`src/verilog/csr_params.svh`:
```
// Build-time constants for the machine-mode CSR unit
// Included by the packages and by every module that sizes a counter or synchronizer
`ifndef CSR_PARAMS_SVH
`define CSR_PARAMS_SVH

// Reset value of mtvec, word aligned
`define CSR_BOOT_ADDR 32'h0000_0100
// Data word width
`define CSR_XLEN 32
// mcycle and minstret width
`define CSR_COUNT_W (2 * `CSR_XLEN)
// Flops per interrupt synchronizer
`define CSR_SYNC_STAGES 2

`endif

```
`src/verilog/csr_arch_pkg.sv`:
```
// Architectural types of the machine-mode CSR unit
// Imported by the CSR file, the counters, the interrupt synchronizer and the top level
`include "csr_params.svh"

package csr_arch_pkg;

    // Data word, also carries instruction, PC, cause and trap value
    typedef logic [`CSR_XLEN-1:0] csr_word_t;

    // CSR address field, ir[31:20]
    typedef logic [11:0] csr_addr_t;

    // Interrupt triple, ordered {external, timer, software}
    typedef logic [2:0] irq_vec_t;

    // Supported machine-mode registers
    typedef enum logic [11:0] {
        MSTATUS   = 12'h300,
        MIE       = 12'h304,
        MTVEC     = 12'h305,
        MSCRATCH  = 12'h340,
        MEPC      = 12'h341,
        MCAUSE    = 12'h342,
        MTVAL     = 12'h343,
        MIP       = 12'h344,
        MCYCLE    = 12'hB00,
        MINSTRET  = 12'hB02,
        MCYCLEH   = 12'hB80,
        MINSTRETH = 12'hB82
    } csr_addr_e;

    // funct3[1:0]; funct3[2] only picks the immediate form in the core
    typedef enum logic [1:0] {
        CSR_RW = 2'b01,
        CSR_RS = 2'b10,
        CSR_RC = 2'b11
    } csr_op_e;

    // Privilege levels, only machine mode is implemented
    typedef enum logic [1:0] {
        PRIV_USER    = 2'b00,
        PRIV_SUPER   = 2'b01,
        PRIV_MACHINE = 2'b11
    } priv_e;

endpackage

```
`src/verilog/csr_ctrl_pkg.sv`:
```
// Implementation types of the CSR sequencer
// Imported by the CSR file and the top level
package csr_ctrl_pkg;

    // Destination register index in the core register file
    typedef logic [4:0] reg_idx_t;

    // Sequencer states
    // READ waits for both counters to settle before the value is latched
    typedef enum logic [1:0] {
        IDLE  = 2'd0,
        READ  = 2'd1,
        WRITE = 2'd2,
        TRAP  = 2'd3
    } csr_state_e;

endpackage

```
`src/verilog/csr_counter64.sv`:
```
// 64-bit performance counter built from two 32-bit halves
// Used for mcycle and minstret, each half loadable from a CSR write
`timescale 1ns/1ps
`include "csr_params.svh"

module csr_counter64
    import csr_arch_pkg::*;
(
    input  logic                   clk,
    input  logic                   rstz,
    input  logic                   incr,
    input  logic                   load_low,
    input  logic                   load_high,
    input  csr_word_t              load_data,
    output logic [`CSR_COUNT_W-1:0] count,
    output logic                   count_vld
);

    csr_word_t count_low;
    csr_word_t count_high;
    logic      carry;

    // Low half, carry out registered to break the 64-bit adder
    always_ff @(posedge clk or negedge rstz) begin
        if (!rstz) begin
            count_low <= '0;
            carry     <= 1'b0;
        end else begin
            // Carry lives for a single cycle
            carry <= 1'b0;
            if (load_low) begin
                count_low <= load_data;
            end else if (incr) begin
                count_low <= count_low + 1'b1;
                carry     <= (count_low == '1);
            end
        end
    end

    // High half picks up the carry one cycle later
    always_ff @(posedge clk or negedge rstz) begin
        if (!rstz) begin
            count_high <= '0;
        end else if (load_high) begin
            count_high <= load_data;
        end else if (carry) begin
            count_high <= count_high + 1'b1;
        end
    end

    assign count     = {count_high, count_low};
    // Halves disagree while the carry is in flight
    assign count_vld = !carry;

    // CSR file writes one half per instruction
    a_one_load: assert property (@(posedge clk) disable iff (!rstz)
        !(load_low && load_high));

endmodule

```
`src/verilog/csr_file.sv`:
```
// Machine-mode CSR file with the Zicsr read-modify-write sequencer
// Also handles trap entry and mret, and drives the counter loads and interrupt enables
`timescale 1ns/1ps
`include "csr_params.svh"

module csr_file
    import csr_arch_pkg::*;
    import csr_ctrl_pkg::*;
(
    input  logic                    clk,
    input  logic                    rstz,
    // Instruction port
    input  csr_word_t               ir,
    input  csr_word_t               wr_data,
    input  logic                    csr_start,
    output csr_word_t               rd_data,
    output reg_idx_t                csr_rd,
    output logic                    csr_write,
    output logic                    done,
    // Trap port
    input  logic                    activate_trap,
    input  logic                    return_trap,
    input  csr_word_t               trapped_pc,
    input  csr_word_t               trap_cause,
    input  csr_word_t               trap_value,
    output csr_word_t               trap_addr,
    output logic                    trap_jump,
    // Counters
    output csr_word_t               load_data,
    output logic                    mcycle_load_low,
    output logic                    mcycle_load_high,
    output logic                    minstret_load_low,
    output logic                    minstret_load_high,
    input  logic [`CSR_COUNT_W-1:0] mcycle,
    input  logic [`CSR_COUNT_W-1:0] minstret,
    input  logic                    mcycle_vld,
    input  logic                    minstret_vld,
    // Interrupts
    output logic                    glb_ie,
    output logic                    msie,
    output logic                    mtie,
    output logic                    meie,
    input  logic [2:0]              mip
);

    csr_state_e state, state_n;

    // Captured instruction fields
    csr_op_e   op;
    csr_addr_t addr;
    csr_word_t wdata_q;
    logic      wr_ok;
    logic      rd_ok;

    logic      rd_vld, wr_en;
    logic      setup_trap, return_from_trap;
    csr_word_t csr_rdata, csr_wdata;

    // Machine registers
    logic      mstatus_mie, mstatus_mpie;
    irq_vec_t  mie_q;
    csr_word_t mtvec, mscratch, mepc, mcause, mtval;

    // ====================================================================
    // Sequencer

    always_ff @(posedge clk or negedge rstz) begin
        if (!rstz) begin
            state <= IDLE;
        end else begin
            state <= state_n;
        end
    end

    always_comb begin
        state_n = state;
        case (state)
            IDLE: begin
                // Instruction wins over trap entry
                if (csr_start) begin
                    state_n = READ;
                end else if (activate_trap) begin
                    state_n = TRAP;
                end
            end
            READ:    state_n = rd_vld ? WRITE : READ;
            WRITE:   state_n = IDLE;
            default: state_n = IDLE;
        endcase
    end

    // Decode on start
    always_ff @(posedge clk) begin
        if (state == IDLE && csr_start) begin
            op      <= csr_op_e'(ir[13:12]);
            addr    <= ir[31:20];
            csr_rd  <= ir[11:7];
            wdata_q <= wr_data;
            // RS and RC with rs1 zero only read
            wr_ok   <= !((ir[13:12] == CSR_RS || ir[13:12] == CSR_RC) && ir[19:15] == '0);
            // No writeback to x0
            rd_ok   <= (ir[11:7] != '0);
        end
    end

    // Counter halves must agree before the read
    assign rd_vld    = mcycle_vld && minstret_vld;
    assign wr_en     = (state == WRITE) && wr_ok;
    assign done      = (state == WRITE);
    assign csr_write = (state == WRITE) && rd_ok;

    // Old value, held for the modify and for the core
    always_ff @(posedge clk) begin
        if (state == READ && rd_vld) begin
            rd_data <= csr_rdata;
        end
    end

    // Traps only start from IDLE without a pending instruction
    assign setup_trap       = (state == IDLE) && !csr_start && activate_trap;
    assign return_from_trap = (state == IDLE) && !csr_start && !activate_trap && return_trap;

    always_ff @(posedge clk or negedge rstz) begin
        if (!rstz) begin
            trap_jump <= 1'b0;
        end else begin
            trap_jump <= setup_trap || return_from_trap;
        end
    end

    // Direct mode vector on entry, mepc on mret
    always_ff @(posedge clk) begin
        if (setup_trap) begin
            trap_addr <= mtvec;
        end else if (return_from_trap) begin
            trap_addr <= mepc;
        end
    end

    // ====================================================================
    // Read mux and modify

    always_comb begin
        csr_rdata = '0;
        case (addr)
            MSTATUS: begin
                csr_rdata[3]     = mstatus_mie;
                csr_rdata[7]     = mstatus_mpie;
                // mpp fixed at machine mode
                csr_rdata[12:11] = PRIV_MACHINE;
            end
            MIE: begin
                csr_rdata[3]  = mie_q[0];
                csr_rdata[7]  = mie_q[1];
                csr_rdata[11] = mie_q[2];
            end
            MIP: begin
                csr_rdata[3]  = mip[0];
                csr_rdata[7]  = mip[1];
                csr_rdata[11] = mip[2];
            end
            MTVEC:     csr_rdata = mtvec;
            MSCRATCH:  csr_rdata = mscratch;
            MEPC:      csr_rdata = mepc;
            MCAUSE:    csr_rdata = mcause;
            MTVAL:     csr_rdata = mtval;
            MCYCLE:    csr_rdata = mcycle[`CSR_XLEN-1:0];
            MCYCLEH:   csr_rdata = mcycle[`CSR_COUNT_W-1:`CSR_XLEN];
            MINSTRET:  csr_rdata = minstret[`CSR_XLEN-1:0];
            MINSTRETH: csr_rdata = minstret[`CSR_COUNT_W-1:`CSR_XLEN];
            default:   csr_rdata = '0;
        endcase
    end

    // wdata acts as a set or clear mask for RS and RC
    always_comb begin
        case (op)
            CSR_RS:  csr_wdata = rd_data | wdata_q;
            CSR_RC:  csr_wdata = rd_data & ~wdata_q;
            default: csr_wdata = wdata_q;
        endcase
    end

    // Same modified word loads the counters
    assign load_data          = csr_wdata;
    assign mcycle_load_low    = wr_en && (addr == MCYCLE);
    assign mcycle_load_high   = wr_en && (addr == MCYCLEH);
    assign minstret_load_low  = wr_en && (addr == MINSTRET);
    assign minstret_load_high = wr_en && (addr == MINSTRETH);

    // ====================================================================
    // Register updates

    always_ff @(posedge clk or negedge rstz) begin
        if (!rstz) begin
            mstatus_mie  <= 1'b0;
            mstatus_mpie <= 1'b0;
            mie_q        <= '0;
            mtvec        <= `CSR_BOOT_ADDR;
        end else if (wr_en) begin
            case (addr)
                MSTATUS: begin
                    mstatus_mie  <= csr_wdata[3];
                    mstatus_mpie <= csr_wdata[7];
                end
                MIE:     mie_q <= {csr_wdata[11], csr_wdata[7], csr_wdata[3]};
                // Direct mode only, mode bits stay zero
                MTVEC:   mtvec <= {csr_wdata[`CSR_XLEN-1:2], 2'b00};
                default: ;
            endcase
        end else if (setup_trap) begin
            // Stack mie into mpie
            mstatus_mpie <= mstatus_mie;
            mstatus_mie  <= 1'b0;
        end else if (return_from_trap) begin
            mstatus_mie  <= mstatus_mpie;
            mstatus_mpie <= 1'b1;
        end
    end

    always_ff @(posedge clk) begin
        if (wr_en) begin
            case (addr)
                MSCRATCH: mscratch <= csr_wdata;
                // IALIGN is 32
                MEPC:     mepc <= {csr_wdata[`CSR_XLEN-1:2], 2'b00};
                MCAUSE:   mcause <= csr_wdata;
                MTVAL:    mtval <= csr_wdata;
                default:  ;
            endcase
        end else if (setup_trap) begin
            mepc   <= {trapped_pc[`CSR_XLEN-1:2], 2'b00};
            mcause <= trap_cause;
            mtval  <= trap_value;
        end
    end

    // Enables out to the synchronizer
    assign glb_ie = mstatus_mie;
    assign msie   = mie_q[0];
    assign mtie   = mie_q[1];
    assign meie   = mie_q[2];

    // ====================================================================
    // Checks

    // mret and trap jumps never overlap an instruction's end
    a_done_jump: assert property (@(posedge clk) disable iff (!rstz)
        !(done && trap_jump));

endmodule

```
`src/verilog/csr_irq_sync.sv`:
```
// Brings the asynchronous software, timer and external interrupt lines into clk
// Feeds mip to the CSR file and a level interrupt request to the core
`timescale 1ns/1ps
`include "csr_params.svh"

module csr_irq_sync
    import csr_arch_pkg::*;
(
    input  logic       clk,
    input  logic       rstz,
    input  logic       irq_software,
    input  logic       irq_timer,
    input  logic       irq_external,
    input  logic       glb_ie,
    input  logic       msie,
    input  logic       mtie,
    input  logic       meie,
    output logic [2:0] mip,
    output logic       irq_pending
);

    irq_vec_t sync_q [`CSR_SYNC_STAGES];
    irq_vec_t irq_en;

    // Synchronizer chain, one triple per stage
    always_ff @(posedge clk or negedge rstz) begin
        if (!rstz) begin
            for (int i = 0; i < `CSR_SYNC_STAGES; i++) begin
                sync_q[i] <= '0;
            end
        end else begin
            sync_q[0] <= {irq_external, irq_timer, irq_software};
            for (int i = 1; i < `CSR_SYNC_STAGES; i++) begin
                sync_q[i] <= sync_q[i-1];
            end
        end
    end

    // Last stage is the architectural mip
    assign mip = sync_q[`CSR_SYNC_STAGES-1];

    // Per-source enables from mie, same bit order as mip
    assign irq_en      = {meie, mtie, msie};
    assign irq_pending = glb_ie && |(mip & irq_en);

endmodule

```
`src/verilog/csr_top.sv`:
```
// Top level of the machine-mode CSR unit
// Connects the CSR file to the mcycle and minstret counters and the interrupt synchronizer
`timescale 1ns/1ps
`include "csr_params.svh"

module csr_top
    import csr_arch_pkg::*;
    import csr_ctrl_pkg::*;
(
    input  logic      clk,
    input  logic      rstz,
    input  csr_word_t ir,
    input  csr_word_t wr_data,
    input  csr_word_t trapped_pc,
    input  csr_word_t trap_cause,
    input  csr_word_t trap_value,
    input  logic      csr_start,
    input  logic      activate_trap,
    input  logic      return_trap,
    input  logic      instret,
    input  logic      irq_software,
    input  logic      irq_timer,
    input  logic      irq_external,
    output csr_word_t rd_data,
    output csr_word_t trap_addr,
    output reg_idx_t  csr_rd,
    output logic      csr_write,
    output logic      done,
    output logic      trap_jump,
    output logic      irq_pending
);

    csr_word_t                load_data;
    logic                     mcycle_load_low, mcycle_load_high;
    logic                     minstret_load_low, minstret_load_high;
    logic [`CSR_COUNT_W-1:0]  mcycle, minstret;
    logic                     mcycle_vld, minstret_vld;
    logic                     glb_ie, msie, mtie, meie;
    logic [2:0]               mip;

    csr_file i_file (
        .clk                (clk),
        .rstz               (rstz),
        .ir                 (ir),
        .wr_data            (wr_data),
        .csr_start          (csr_start),
        .rd_data            (rd_data),
        .csr_rd             (csr_rd),
        .csr_write          (csr_write),
        .done               (done),
        .activate_trap      (activate_trap),
        .return_trap        (return_trap),
        .trapped_pc         (trapped_pc),
        .trap_cause         (trap_cause),
        .trap_value         (trap_value),
        .trap_addr          (trap_addr),
        .trap_jump          (trap_jump),
        .load_data          (load_data),
        .mcycle_load_low    (mcycle_load_low),
        .mcycle_load_high   (mcycle_load_high),
        .minstret_load_low  (minstret_load_low),
        .minstret_load_high (minstret_load_high),
        .mcycle             (mcycle),
        .minstret           (minstret),
        .mcycle_vld         (mcycle_vld),
        .minstret_vld       (minstret_vld),
        .glb_ie             (glb_ie),
        .msie               (msie),
        .mtie               (mtie),
        .meie               (meie),
        .mip                (mip)
    );

    // Cycle counter runs every clock
    csr_counter64 i_mcycle (
        .clk       (clk),
        .rstz      (rstz),
        .incr      (1'b1),
        .load_low  (mcycle_load_low),
        .load_high (mcycle_load_high),
        .load_data (load_data),
        .count     (mcycle),
        .count_vld (mcycle_vld)
    );

    // Retired instruction count from the core's instret pulse
    csr_counter64 i_minstret (
        .clk       (clk),
        .rstz      (rstz),
        .incr      (instret),
        .load_low  (minstret_load_low),
        .load_high (minstret_load_high),
        .load_data (load_data),
        .count     (minstret),
        .count_vld (minstret_vld)
    );

    csr_irq_sync i_irq (
        .clk          (clk),
        .rstz         (rstz),
        .irq_software (irq_software),
        .irq_timer    (irq_timer),
        .irq_external (irq_external),
        .glb_ie       (glb_ie),
        .msie         (msie),
        .mtie         (mtie),
        .meie         (meie),
        .mip          (mip),
        .irq_pending  (irq_pending)
    );

endmodule
```
`config.mk`:
```
export PLATFORM = sky130hd
export DESIGN_NAME = csr_top
export DESIGN_NICKNAME = d
export VERILOG_FILES = /design/src/verilog/csr_arch_pkg.sv /design/src/verilog/csr_ctrl_pkg.sv /design/src/verilog/csr_counter64.sv /design/src/verilog/csr_file.sv /design/src/verilog/csr_irq_sync.sv /design/src/verilog/csr_top.sv
export VERILOG_INCLUDE_DIRS = /design/src /design/src/verilog
export SDC_FILE = /design/constraint.sdc
export NUM_CORES = 1
export LEC_CHECK = 0
export ABC_AREA = 1
export BUFFER_PORTS_ARGS = -buffer_cell sky130_fd_sc_hd__buf_2
export CORE_ASPECT_RATIO = 0.6
export CORE_MARGIN = 2
export CORE_UTILIZATION = 30
export DETAILED_ROUTE_END_ITERATION = 16
export SETUP_SLACK_MARGIN = 0.15
export SLEW_MARGIN = 20
export SYNTH_ARGS = -nofsm -noshare
export SYNTH_HDL_FRONTEND = slang
export SYNTH_SLANG_ARGS = --single-unit
```
`constraint.sdc`:
```
create_clock -name clk -period 14 [get_ports clk]
set_clock_uncertainty 0.1 [all_clocks]
set_input_delay 0 -clock clk [delete_from_list [all_inputs] [get_ports clk]]
set_output_delay 0 -clock clk [all_outputs]
set_load 0.05 [all_outputs]
```
After elaboration in Yosys (flattened, before gate mapping)
Index checks and enable logic that the tools add are counted.
Cells by class
  $add $sub $neg: 4
  bitwise operators: 4
  equal/unequal tests: 25
  reductions and logical operators: 39
  muxes and demuxes: 42
Operators by type and width (count)
  $mux 32: 18
  $pmux 19 s9: 1
  $add 32x1->32 const B: 4
  $eq 12x10->1 const B: 8
  $pmux 3 s9: 3
  $eq 32x32->1 const B: 2
  $pmux 32 s2: 1
  $eq 12x12->1 const B: 4
  $pmux 1 s12: 3
  $and 32x32->32: 1
  $not 32->32: 1
  $or 32x32->32: 1
  $logic_and 1x1->1: 15
  $reduce_and 2->1: 7
  $mux 1: 11
  $eq 2x2->1 const B: 5
  $pmux 1 s10: 1
  $reduce_bool 2->1: 5
  $ne 2x2->1 const B: 4
  $mux 2: 3
  $logic_not 1->1: 5
  $logic_not 5->1: 1
  $reduce_bool 5->1: 1
  $pmux 2 s2: 1
  other kinds (7): 8
Word-level totals
  output and inout port bits: 73
  word-level logic and storage cells: 141
  bits in registers: 419
  input bits: 169

Logic depth before layout (Yosys ltp)
  depth in word-level cells: 7
  gate-level depth with buffers: 12
  depth with buffers taken out: 12

Cells and area by module
Synthesis repeated with hierarchy kept, for this count alone.
Unflattened totals
  cells, all modules: 2870
  area total of the unflattened synthesis: 23007.1 µm²
By module, submodules not included
  csr_file: cells each 1522, instances 1, seq. area each 8189.1 µm², area each 13865.8 µm²
  csr_counter64: cells each 666, instances 2, seq. area each 1626.6 µm², area each 4470.5 µm²
  csr_irq_sync: cells each 15, instances 1, seq. area each 150.1 µm², area each 196.4 µm²
  csr_top: cells each 1, instances 1, seq. area each 0.0 µm², area each 3.8 µm²

Worst setup path after synthesis
OpenSTA, ideal clock, no wires.
  kind: reg2reg
  start point: reg i_file.state[1]
  end point: reg i_file.addr[0] (enable)
  arrival time: 4.091 ns
  setup time: 0.529 ns
  slack: 9.280 ns
  data required time: 13.371 ns
  path buffers: 0
  clock period less this slack: 4.720 ns
  stages on the path, launching flop included: 2
  path through: dfrtp_1 -> nor3_1
On the way
  word-level cells in the longest chain between the ends: 2
RTL lines
  from (decl): RTL line csr_file.sv:46  | csr_state_e state, state_n;
  from (signal assigned): RTL line csr_file.sv:71  | state <= state_n;
  $logic_not 2->1: RTL line csr_file.sv:94  | if (state == IDLE && csr_start) begin
  $logic_and 1x1->1: RTL line csr_file.sv:94
  to (signal assigned): RTL line csr_file.sv:96  | addr <= ir[31:20];
  to (decl): RTL line csr_file.sv:50  | csr_addr_t addr;
No other way between the ends.
A chain may end at the register's enable or synchronous reset.

Worst setup path in the final report
  start point: reg i_file.addr[0]
  end point: reg i_mcycle.count_low[20]
On the way
  word-level cells in the longest chain between the ends: 3
RTL lines
  $eq 12x12->1: RTL line csr_file.sv:186  | assign mcycle_load_low = wr_en && (addr == MCYCLE);
  $logic_and 1x1->1: RTL line csr_file.sv:186
  $mux 32: RTL line csr_counter64.sv:31  | if (load_low) begin
  to (signal assigned): RTL line csr_counter64.sv:32  | count_low <= load_data;
  to (signal assigned): RTL line csr_counter64.sv:34  | count_low <= count_low + 1'b1;
  to (decl): RTL line csr_counter64.sv:19  | csr_word_t count_low;
No other way between the ends.

==> impl_metrics.yaml <==
outcome:
  status: "finished clean"
die:
  io_pins: 242
  die_x_um: 353
  dieArea_um2: 75300
  die_y_um: 213
  start_util_pct: 30.4
  fp-row-count: 76
  core_um2: 72100
global_route:
  grt_use_met1_pct: 35.7
  grt_max_degree: 71
  busiest_layer: "met1"
  globalRouteTotalUtil_pct: 25.1
  grt_pass1_vias: 19200
  use_met2_pct: 32.0
  gr-usage-met3_pct: 14.7
  grt_pass1_wl_mm: 135
  antenna_found_initial: 5
  overflow: 0
placed_design:
  portBuffers: 229
  place_ws_ns: 10.48
  hpwl_mm: 71.7
  place_congestion: 1.02
setup_path:
  max_stage_delay_ns: 0.71
  slowest_stage: "nand2_1"
  criticalPathCategory: "register to register"
  crit_required_ns: 14.36
  cp_top_family: "simple AND/OR/NAND/NOR gates"
  cp_num_buf_inv: 2
  timing.rr.start: "i_file.addr[0]"
  crit_path_end_kind: "register"
  r2r_slack_ns: 10.32
  cp-startpoint: "i_file.addr[0]"
  path_max_fanout: 29
  critPathLaunchType: "register"
  crit_arrival_ns: 4.04
  crit_chain: "nor2_1, nand2_2, nor2_2, nand2_2, inv_2, nand2_1, clkinv_2, nand2_1, o21ai_0"
synth:
  synth_top_family_by_area: "simple AND/OR/NAND/NOR gates"
  synth-async-reset-ratio_pct: 41.9
  synth_seq_cells: 415
  synth.most_common_cell: "nand2_1"
  synth_cell_types: 49
  yosys.area.top_type_share_pct: 33.0
  synthSimpleGateAreaFrac_pct: 29.0
  synth_edf_count: 241
  syn_area_um2: 21900
  muxShareOfSynthArea_pct: 0.0685
  synth_common_cells: "996 x nand2_1, 255 x inv_1, 253 x nor2_1"
  avgSynthCellArea_um2: 8.12
  synth_warnings: 0
  synthTopCellsByArea: "edfxtp_1 33%, dfrtp_1 20%, nand2_1 17%"
  synth_flop_cell: "edfxtp_1"
  synth-seq-area-share_pct: 52.9
  yosys.area.top_type: "edfxtp_1"
  synthAdderAreaFrac_pct: 0.228
  synth_compound_area_share_pct: 8.00
  synthCells: 2702
  synthXorXnorAreaFrac_pct: 2.76
finish:
  syn_to_final_growth_pct: 23.6
  final_layout_size_suffix_gt1_share_pct: 12.8
  utilization_pct: 37.6
  final_nets: 3262
clocking:
  cts_tree: "yes"
  cts_buffers: 40
  htree_num_levels: 2
  cts.clk_slew.worst_paths_ns: 0.07
  root_buffer: "clkbuf_16"
  clock_tree.buffer_depth: 3
  clock_sink_count: 415
  post_cts_resized: 0
  clock_latency_ns: 0.57
power:
  p_clk_share_pct: 29.3
  power.total_w: 0.00383
  ir_drop_v: 0.0000808
  seqPwrFrac_pct: 42.9
  power_switching_w: 0.00146
  p_int_w: 0.00237
  p_sw_share_pct: 38.1
  power.density_nw_per_um2: 141
  combPwrFrac_pct: 27.8
  p_leak_nw: 12.0
sta:
  timing.slew.headroom_pct: 13.0
  rsz0062_at_grt: "no"
  tightest_slew_ns: 1.31
  fmax_ghz: 0.272
  hold_viol: 0
  worst_slack_ns: 10.32
  finalCriticalPeriod_ns: 3.68
  final-setup-viol-count: 0
  slew_viol_final: 0
  fin_crit_sh_pct: 26.3
  fin_tns_setup_ns: 0
min_path:
  min_from: "wr_data[27]"
  hp-class: "primary input to register"
flow_run:
  maxCapViolCount: 0
detailed_routing:
  avgRoutedWirePerCell_um: 23.5
  viasPerCell: 5.09
  drcViolationCount: 0
  drtAntennaViolNets: 0
  drt_iter0_drc: 2967
  via_count: 20900
  drt_first_pass_iters: 6
  wl_mm: 96.5
==> placed cells by master (no fill, tap or decap), types with 4 or more instances in the layout <==
| cell type | instances |
|---|---|
| nand2_1 | 996 |
| nor2_2 | 8 |
| inv_1 | 255 |
| clkbuf_8 | 5 |
| o21ai_1 | 22 |
| nand3_1 | 161 |
| buf_2 | 228 |
| a31oi_1 | 4 |
| a21o_1 | 6 |
| buf_4 | 37 |
| o21ai_0 | 147 |
| clkinv_1 | 5 |
| nor2_4 | 8 |
| inv_2 | 16 |
| nand2_2 | 9 |
| ha_1 | 4 |
| nor3_1 | 45 |
| clkbuf_1 | 10 |
| o211ai_1 | 27 |
| diode_2 | 5 |
| xnor2_1 | 18 |
| o22ai_1 | 30 |
| clkbuf_16 | 42 |
| nand4_1 | 27 |
| nor2_1 | 247 |
| nand3b_1 | 7 |
| a21oi_1 | 66 |
| edfxtp_1 | 241 |
| dfrtp_1 | 173 |
| dlygate4sd3_1 | 160 |
| clkinv_2 | 11 |
| nand2_4 | 8 |
| o221ai_1 | 6 |
| xor2_1 | 51 |
==> worst register-to-register path, cell delays in order (launching register included) <==
cell and delay [ns]:
edfxtp_1 0.48, nor2_1 0.16, nand2_2 0.14, nor2_2 0.45, nand2_2 0.40, inv_2 0.47, nand2_1 0.71, clkinv_2 0.46
nand2_1 0.08, o21ai_0 0.11
==> power groups by stage <==
stage,sequential [W],clock [W],combinational [W]
after floorplan,0.00178,0,0.000423
after global placement,0.00166,0,0.000984
after detailed placement,0.00166,0,0.000989
after CTS,0.00163,0.00113,0.00103
after global routing,0.00165,0.00117,0.00112
final,0.00164,0.00112,0.00106
==> state kept, by name, indices dropped and copies added, names as in the netlist, 32 cells and up <==
register,flops
i_file.mcause,32
i_file.mscratch,32
i_file.mtval,32
i_file.rd_data,32
i_file.wdata_q,32
i_mcycle.count_high,32
i_mcycle.count_low,32
i_minstret.count_high,32
i_minstret.count_low,32
==> metal layers <==
| metal | vias to the layer above | part of all wire [%] | wire length [um] |
|---|---|---|---|
| li1 | 9567 | - | - |
| met1 | 9923 | 43 | 41600 |
| met2 | 1264 | 37 | 35500 |
| met3 | 113 | 18 | 17300 |
| met4 | 10 | 1.7 | 1690 |
| met5 | - | 0.46 | 448 |
==> cell families after synthesis <==
kind of cell	count (synthesis)
buf+inv	361
other cells	1
flops	415
fa+ha+maj	4
compound gates	316
xor+xnor	69
mux	1
simple gates	1535
==> per-stage QoR <==
stage               instances  hold WS, ns  cell area, um2
CTS                      4095       0.0279           27100
floorplan                2703       -0.396           21900
global route             4096       0.0433           27100
detailed placement       3860      -0.0988           24100
finish                   4101       0.0416           27100
global placement         3860      -0.0990           24100
==> path summary, 6_finish.rpt <==
path / endpoint / cells after the start
min reg2reg: i_irq.mip[0] / 0
max: i_mcycle.count_low[20] / 9
min: i_file.wdata_q[27] / 2
max reg2reg: i_mcycle.count_low[20] / 9
max in group asynchronous: i_file.mtvec[8] / 6
min in group asynchronous: i_mcycle.count_high[27] / 4
==> repair_timing <==
item                       in CTS  in global routing
setup endpoints to repair       0                  0
setup buffers                   0                  0
hold buffers                  161                  0
hold endpoints to repair      217                  0
==> cell type report <==
class	count	area, um2
Clock inverter	18	149
Antenna cell	5	12.5
Inverter	277	1050
Tap cell	975	1220
Timing Repair Buffer	428	3090
Fill cell	7434	45000
Multi-Input combinational cell	1927	8860
Sequential cell	415	11600
Clock buffer	56	1140
Power figures use the tool's default switching activity.
